<file path="src/source/dmaPkg.sv">
package dmaPkg;

  localparam int AddrW = 32;
  localparam int CountW = 14;

  typedef enum logic [1:0] {
    Inc,
    Dec,
    Fixed,
    IncReload
  } AddrModeE;

  typedef enum logic [1:0] {
    Immediate,
    VBlank,
    HBlank,
    Special  // audio FIFO request on FIFO channels
  } StartModeE;

  typedef enum logic [1:0] {
    SrcReg,
    DstReg,
    CntReg,
    CtrlReg
  } RegSelE;

  typedef struct packed {
    logic       enable;    // bit 15
    logic       irqEn;
    StartModeE  timing;
    logic       word;      // 1 = 32-bit units, 0 = halfwords
    logic       repeatEn;
    AddrModeE   srcMode;
    AddrModeE   dstMode;
    logic [5:0] reserved;
  } dmaCtrlT;

  typedef struct packed {
    logic [AddrW-1:0]  src;
    logic [AddrW-1:0]  dst;
    logic [CountW-1:0] count;  // 0 means 16384 units
    dmaCtrlT           ctrl;
  } chanCfgT;

  typedef struct packed {
    logic             valid;
    logic             wr;
    logic             word;
    logic [AddrW-1:0] addr;
    logic [31:0]      wdata;
  } busReqT;

endpackage

</file>
<file path="src/source/dmaRegFile.sv">
`timescale 1ns/1ps

module dmaRegFile #(
  parameter int NumChan = 4
) (
  input  logic                       clk,
  input  logic                       rst_b,
  input  logic                       regWr,
  input  logic [$clog2(NumChan)-1:0] regChan,
  input  dmaPkg::RegSelE             regSel,
  input  logic [dmaPkg::AddrW-1:0]   regData,
  input  logic [NumChan-1:0]         done,
  output dmaPkg::chanCfgT            cfg [NumChan],
  output logic [NumChan-1:0]         load
);
  import dmaPkg::*;

  dmaCtrlT newCtrl;

  assign newCtrl = dmaCtrlT'(regData[15:0]);

  always_ff @(posedge clk or negedge rst_b) begin
    if (!rst_b) begin
      for (int i = 0; i < NumChan; i++) begin
        cfg[i] <= '0;
      end
      load <= '0;
    end else begin
      for (int i = 0; i < NumChan; i++) begin
        load[i] <= 1'b0;
        if (done[i] && !cfg[i].ctrl.repeatEn) begin
          cfg[i].ctrl.enable <= 1'b0;  // one-shot transfer finished
        end
        if (regWr && int'(regChan) == i) begin  // cpu write wins over the clear
          case (regSel)
            SrcReg: cfg[i].src <= regData;
            DstReg: cfg[i].dst <= regData;
            CntReg: cfg[i].count <= regData[CountW-1:0];
            CtrlReg: begin
              cfg[i].ctrl <= newCtrl;
              load[i] <= newCtrl.enable && !cfg[i].ctrl.enable;  // rising enable
            end
            default: ;
          endcase
        end
      end
    end
  end

endmodule

</file>
<file path="src/source/dmaStartSel.sv">
`timescale 1ns/1ps

module dmaStartSel (
  input  logic              clk,
  input  logic              rst_b,
  input  dmaPkg::StartModeE timing,
  input  logic              hblank,
  input  logic              vblank,
  input  logic              fifoReq,
  input  logic              isFifo,
  output logic              start
);
  import dmaPkg::*;

  logic armed;

  // special mode without a FIFO acts as an immediate start, one cycle late
  always_ff @(posedge clk or negedge rst_b) begin
    if (!rst_b) begin
      armed <= 1'b0;
    end else begin
      armed <= (timing == Special) && !isFifo;
    end
  end

  always_comb begin
    case (timing)
      Immediate: start = 1'b1;
      VBlank:    start = vblank;
      HBlank:    start = hblank;
      default:   start = isFifo ? fifoReq : armed;
    endcase
  end

endmodule

</file>
<file path="src/source/dmaChannelFsm.sv">
`timescale 1ns/1ps

module dmaChannelFsm (
  input  logic clk,
  input  logic rst_b,
  input  logic load,
  input  logic enable,
  input  logic start,
  input  logic memWait,
  input  logic preempt,
  input  logic mayBegin,
  input  logic lastUnit,
  input  logic repeatEn,
  input  logic irqEn,
  output logic loadAddr,
  output logic stepSrc,
  output logic stepDst,
  output logic latchData,
  output logic rd,
  output logic wr,
  output logic hold,
  output logic done,
  output logic irq
);

  typedef enum logic [2:0] {
    Off,
    Idle,
    Queued,
    Read,
    Write,
    PreemptedRead
  } stateE;

  stateE state;
  stateE nextState;
  logic  free;
  logic  unitDone;

  assign free = !preempt && mayBegin && !memWait;
  assign unitDone = (state == Write) && !memWait;

  assign rd = (state == Read);
  assign wr = (state == Write);
  assign hold = rd || (wr && memWait);  // unit in flight until its write completes
  assign latchData = rd && !preempt && !memWait;
  assign stepSrc = latchData;
  assign stepDst = unitDone;
  assign done = unitDone && lastUnit;
  assign loadAddr = ((state == Off) && load) || (done && repeatEn);  // repeat reloads count

  always_ff @(posedge clk or negedge rst_b) begin
    if (!rst_b) begin
      state <= Off;
      irq <= 1'b0;
    end else begin
      state <= nextState;
      irq <= done && irqEn;
    end
  end

  always_comb begin
    nextState = state;
    case (state)
      Off: begin
        if (load) begin
          nextState = Idle;
        end
      end
      Idle: begin
        if (!enable) begin
          nextState = Off;
        end else if (start) begin
          nextState = free ? Read : Queued;
        end
      end
      Queued, PreemptedRead: begin
        if (!enable) begin
          nextState = Off;
        end else if (free) begin
          nextState = Read;
        end
      end
      Read: begin
        if (preempt) begin
          nextState = PreemptedRead;  // lost a same-cycle begin, read not taken
        end else if (!memWait) begin
          nextState = Write;
        end
      end
      Write: begin
        if (!memWait) begin
          if (lastUnit) begin
            nextState = repeatEn ? Idle : Off;
          end else if (preempt) begin
            nextState = PreemptedRead;
          end else begin
            nextState = Read;
          end
        end
      end
      default: nextState = Off;
    endcase
  end

endmodule

</file>
<file path="src/source/dmaChannelPath.sv">
`timescale 1ns/1ps

module dmaChannelPath (
  input  logic                     clk,
  input  logic                     rst_b,
  input  dmaPkg::chanCfgT          cfg,
  input  logic                     isFifo,
  input  logic                     loadAddr,
  input  logic                     stepSrc,
  input  logic                     stepDst,
  input  logic                     latchData,
  input  logic                     rd,
  input  logic                     wr,
  input  logic [31:0]              memRdata,
  output logic                     lastUnit,
  output dmaPkg::busReqT           req
);
  import dmaPkg::*;

  logic [AddrW-1:0]  srcAddr;
  logic [AddrW-1:0]  dstAddr;
  logic [CountW-1:0] unitCnt;
  logic [31:0]       rdLatch;
  logic              fifoMode;
  logic              wordSize;
  AddrModeE          dstMode;
  logic [AddrW-1:0]  unitStep;
  logic              reloadDst;

  function automatic logic [AddrW-1:0] stepAddr(input logic [AddrW-1:0] addr,
                                                input AddrModeE mode,
                                                input logic [AddrW-1:0] delta);
    case (mode)
      Dec:     return addr - delta;
      Fixed:   return addr;
      default: return addr + delta;  // Inc and IncReload
    endcase
  endfunction

  assign fifoMode = isFifo && (cfg.ctrl.timing == Special);
  assign wordSize = cfg.ctrl.word || fifoMode;
  assign dstMode = fifoMode ? Fixed : cfg.ctrl.dstMode;
  assign unitStep = wordSize ? AddrW'(4) : AddrW'(2);
  // a load during the final write is a repeat: count always, dst only for reload mode
  assign reloadDst = loadAddr && (!wr || dstMode == IncReload);

  always_ff @(posedge clk or negedge rst_b) begin
    if (!rst_b) begin
      srcAddr <= '0;
      dstAddr <= '0;
      unitCnt <= '0;
    end else begin
      if (loadAddr && !wr) begin
        srcAddr <= cfg.src;
      end else if (stepSrc) begin
        srcAddr <= stepAddr(srcAddr, cfg.ctrl.srcMode, unitStep);
      end
      if (reloadDst) begin
        dstAddr <= cfg.dst;
      end else if (stepDst) begin
        dstAddr <= stepAddr(dstAddr, dstMode, unitStep);
      end
      if (loadAddr) begin
        unitCnt <= '0;
      end else if (stepDst) begin
        unitCnt <= unitCnt + CountW'(1);
      end
    end
  end

  always_ff @(posedge clk or negedge rst_b) begin
    if (!rst_b) begin
      rdLatch <= '0;
    end else if (latchData) begin
      rdLatch <= memRdata;
    end
  end

  assign lastUnit = (unitCnt == cfg.count - CountW'(1));  // count 0 wraps to 16384

  always_comb begin
    req.valid = rd || wr;
    req.wr = wr;
    req.word = wordSize;
    req.addr = wr ? dstAddr : srcAddr;
    req.wdata = rdLatch;
  end

endmodule

</file>
<file path="src/source/dmaArbiter.sv">
`timescale 1ns/1ps

module dmaArbiter #(
  parameter int NumChan = 4
) (
  input  dmaPkg::busReqT     reqs [NumChan],
  input  logic [NumChan-1:0] hold,
  output logic [NumChan-1:0] preempt,
  output logic               mayBegin,
  output dmaPkg::busReqT     memReq
);

  logic lowerBusy;

  // a channel is preempted by any lower-numbered channel on the bus
  always_comb begin
    lowerBusy = 1'b0;
    for (int i = 0; i < NumChan; i++) begin
      preempt[i] = lowerBusy;
      lowerBusy = lowerBusy || reqs[i].valid;
    end
  end

  assign mayBegin = ~|hold;

  // scan from the top so the lowest valid channel ends up on the bus
  always_comb begin
    memReq = '0;
    for (int i = NumChan - 1; i >= 0; i--) begin
      if (reqs[i].valid) begin
        memReq = reqs[i];
      end
    end
  end

endmodule

</file>
<file path="src/source/dmaTop.sv">
`timescale 1ns/1ps

module dmaTop #(
  parameter int                 NumChan     = 4,
  parameter logic [NumChan-1:0] SpecialFifo = NumChan'(4'b0110)
) (
  input  logic                       clk,
  input  logic                       rst_b,
  input  logic                       regWr,
  input  logic [$clog2(NumChan)-1:0] regChan,
  input  dmaPkg::RegSelE             regSel,
  input  logic [dmaPkg::AddrW-1:0]   regData,
  input  logic                       hblank,
  input  logic                       vblank,
  input  logic [NumChan-1:0]         fifoReq,
  input  logic                       memWait,
  input  logic [31:0]                memRdata,
  output dmaPkg::busReqT             memReq,
  output logic [NumChan-1:0]         irq
);
  import dmaPkg::*;

  chanCfgT            cfg [NumChan];
  busReqT             reqs [NumChan];
  logic [NumChan-1:0] load;
  logic [NumChan-1:0] done;
  logic [NumChan-1:0] hold;
  logic [NumChan-1:0] preempt;
  logic               mayBegin;

  dmaRegFile #(.NumChan(NumChan)) regFile (
    .clk, .rst_b, .regWr, .regChan, .regSel, .regData, .done, .cfg, .load
  );

  dmaArbiter #(.NumChan(NumChan)) arbiter (
    .reqs, .hold, .preempt, .mayBegin, .memReq
  );

  for (genvar i = 0; i < NumChan; i++) begin : chan
    logic start;
    logic loadAddr;
    logic stepSrc;
    logic stepDst;
    logic latchData;
    logic rd;
    logic wr;
    logic lastUnit;

    dmaStartSel startSel (
      .clk, .rst_b, .timing(cfg[i].ctrl.timing), .hblank, .vblank,
      .fifoReq(fifoReq[i]), .isFifo(SpecialFifo[i]), .start
    );

    dmaChannelFsm fsm (
      .clk, .rst_b, .load(load[i]), .enable(cfg[i].ctrl.enable), .start, .memWait,
      .preempt(preempt[i]), .mayBegin, .lastUnit, .repeatEn(cfg[i].ctrl.repeatEn),
      .irqEn(cfg[i].ctrl.irqEn), .loadAddr, .stepSrc, .stepDst, .latchData, .rd, .wr,
      .hold(hold[i]), .done(done[i]), .irq(irq[i])
    );

    dmaChannelPath path (
      .clk, .rst_b, .cfg(cfg[i]), .isFifo(SpecialFifo[i]), .loadAddr, .stepSrc,
      .stepDst, .latchData, .rd, .wr, .memRdata, .lastUnit, .req(reqs[i])
    );
  end

endmodule

</file>
<file path="config.mk">
export PLATFORM = sky130hd
export DESIGN_NAME = dmaTop
export DESIGN_NICKNAME = d
export VERILOG_FILES = /design/src/source/dmaPkg.sv /design/src/source/dmaRegFile.sv /design/src/source/dmaStartSel.sv /design/src/source/dmaChannelFsm.sv /design/src/source/dmaChannelPath.sv /design/src/source/dmaArbiter.sv /design/src/source/dmaTop.sv
export SDC_FILE = /design/constraint.sdc
export NUM_CORES = 2
export LEC_CHECK = 0
export BUFFER_PORTS_ARGS = -buffer_cell sky130_fd_sc_hd__buf_2
export CAP_MARGIN = 20
export CORE_MARGIN = 4
export CORE_UTILIZATION = 25
export DETAILED_ROUTE_END_ITERATION = 16
export PLACE_DENSITY = 0.43
export SYNTH_ARGS = -nofsm -noshare
export SYNTH_HDL_FRONTEND = slang
export SYNTH_HIERARCHICAL = 1
export SYNTH_SLANG_ARGS = --single-unit
</file>
<file path="constraint.sdc">
create_clock -name clk -period 8.5 [get_ports clk]
set_clock_uncertainty 0.2 [all_clocks]
set_input_delay 1.7 -clock clk [delete_from_list [all_inputs] [get_ports clk]]
set_output_delay 1.7 -clock clk [all_outputs]
set_load 0.05 [all_outputs]
</file>
==> impl_metrics.env <==
export IMPL_dieHeight_um=460.3
export IMPL_p_seq_share_pct=31.1
export IMPL_status="finished, final reports clean"
export IMPL_yosysWarnings=6
export IMPL_path_cells="nor3_2 > buf_4 > or2_2 > or2_4 > buf_4 > a21oi_1 > a21oi_1 > buf_2"
export IMPL_most_common_layout_cells="dfrtp_1, mux2_2, nor2_1"
export IMPL_track_usage_pct=16.81
export IMPL_grt_pass1_vias=40560
export IMPL_tightest_slew_ns=1.108
export IMPL_final_util_pct=28.57
export IMPL_grt_pass1_wl_um=271200
export IMPL_postPlaceCellArea_sq_um=54420
export IMPL_avgSynthCellArea_sq_um=9.595
export IMPL_dpl_hpwl_um=129300
export IMPL_setup_violations=0
export IMPL_period_needed_ns=6.358
export IMPL_rows=165
export IMPL_crit_required_ns=6.60
export IMPL_clk_pin_slew_ns=0.07
export IMPL_p_comb_share_pct=47.3
export IMPL_slew_violations=0
export IMPL_vias_per_cell=5.053
export IMPL_clock_sinks=816
export IMPL_design_area_sq_um=57990
export IMPL_layout_commonest_cell="dfrtp_1"
export IMPL_power_internal_uw=11570
export IMPL_drive_above_1_share_pct=21.49
export IMPL_p_switching_uw=9749
export IMPL_finalHoldViolCount=0
export IMPL_timing_final_crit_share_pct=74.80
export IMPL_max_freq_ghz=0.1573
export IMPL_p_leak_uw=0.02475
export IMPL_drcViolationCount=0
export IMPL_cp_end_kind="primary output"
export IMPL_fp_dieW_um=460.3
export IMPL_crit_fanout=40
export IMPL_drv_cap=0
export IMPL_cts_buffer_depth=3
export IMPL_power_frac_clock_pct=21.7
export IMPL_total_power_uw=21320
export IMPL_clock_latency_ns=0.77
export IMPL_cts_root_buffer="clkbuf_16"
export IMPL_cp_start_kind="flop"
export IMPL_gp_congestion=0.8801
export IMPL_slew_headroom_pct=26.15
export IMPL_switching_share_pct=45.73
export IMPL_cts_hold_buf=0
export IMPL_cts_resized=0
export IMPL_vias=40750
export IMPL_cts_tree="yes"
export IMPL_start_util_pct=25.21
export IMPL_antenna_found_initial=31
export IMPL_cts_buffers=99
export IMPL_first_pass_iters=8
export IMPL_worst_ir_drop_vdd_uv=419.8
export IMPL_fin_nets=5523
export IMPL_io_pins=149
export IMPL_grt_max_degree=143
export IMPL_hold_class="flop to flop"
export IMPL_area_growth_pct=13.36
export IMPL_timing_setup_critical_path_class="flop to primary output"
export IMPL_worstHoldPathCells=2
export IMPL_htreeDepth=3
export IMPL_rsz0062_at_grt="false"
export IMPL_drt_initial_drc_count=2671
export IMPL_synth_cells=5331
export IMPL_arrival_ns=4.46
export IMPL_core_sq_um=202900
export IMPL_routedWlPerCell_um=22.56
export IMPL_worstRegToRegCells=14
export IMPL_overflow=0
export IMPL_cpPeakStageDelay_ns=0.62
export IMPL_critPathSlowestCell="buf_4"
export IMPL_cellPowerDensity_nw_per_um2=367.7
export IMPL_drt_wl_total_um=181900
export IMPL_final_antenna_net_count=0
export IMPL_syn_cell_area_sq_um=51150
export IMPL_numPortBuffers=148
export IMPL_tns_ns=0
export IMPL_dieArea_sq_um=211900
export IMPL_cts_setup_buffers=0
## per-layer routing
metal | track usage [%] | wire length, um | vias to the layer above
li1 | - | - | 19120
met1 | 21.29 | 79280 | 20520
met2 | 29.31 | 88930 | 874
met3 | 2.370 | 7741 | 225
met4 | 5.545 | 5934 | 10
met5 | 0 | 61 | -
## critical path, delay by kind of cell, from the launching register on
family	cells	cell delay [ns]
flip-flops	1	0.55
AO/OA/AOI/OAI	2	0.57
AND/OR/NAND/NOR	3	1.10
buffers and inverters	3	1.48
## state kept, by name (all words and copies together), names as in the netlist
| signal | flops |
|---|---|
| chan.startSel/armed | 4 |
| chan.path/unitCnt | 56 |
| chan.path/rdLatch | 128 |
| regFile/load | 4 |
| chan.path/srcAddr | 128 |
| regFile/cfg | 352 |
| chan.path/dstAddr | 128 |
| chan.fsm/state | 12 |
| chan.fsm/irq | 4 |
## worst paths after layout
path	from	endpoint	slack, ns
max	chan[0].fsm/state[0]	memReq[64]	2.14
min	regFile/cfg[317]	chan[0].path/dstAddr[5]	0.22
min in group asynchronous	rst_b	regFile/cfg[306]	0.80
max reg2reg	regFile/cfg[18]	chan[3].path/srcAddr[30]	3.55
min reg2reg	regFile/cfg[317]	chan[0].path/dstAddr[5]	0.22
max in group asynchronous	rst_b	chan[3].path/srcAddr[23]	5.67
## final cells by class
class                      instances  area (sq um)
timing repair buffer             229          1459
clock buffer                     138          2794
antenna                            8         20.02
fill                           21340        145000
sequential                       816         20420
clock inverter                    46         735.7
tap                             2672          3343
inverter                          94         352.8
multi-input combinational       4061         28860
## power by group through the flow
| stage | Combinational [uW] | Clock [uW] | Sequential (uW) |
|---|---|---|---|
| 3_3_place_gp | 10000 | 0 | 6660 |
| 3_5_place_dp | 10100 | 0 | 6660 |
| 2_1_floorplan | 7870 | 0 | 5830 |
| 5_1_grt | 10900 | 4920 | 6820 |
| 6_report | 10100 | 4620 | 6620 |
| 4_1_cts | 10100 | 4770 | 6600 |
## per-stage QoR
step	hold slack, ns	setup WS (ns)	std cells
2_1_floorplan	0.2331	3.575	5345
3_3_place_gp	0.2448	2.877	7870
3_5_place_dp	0.2541	2.802	7871
4_1_cts	0.2166	2.001	8055
5_1_grt	0.2414	1.900	8056
6_report	0.2171	2.142	8064
(Power assumes the default switching activity.)
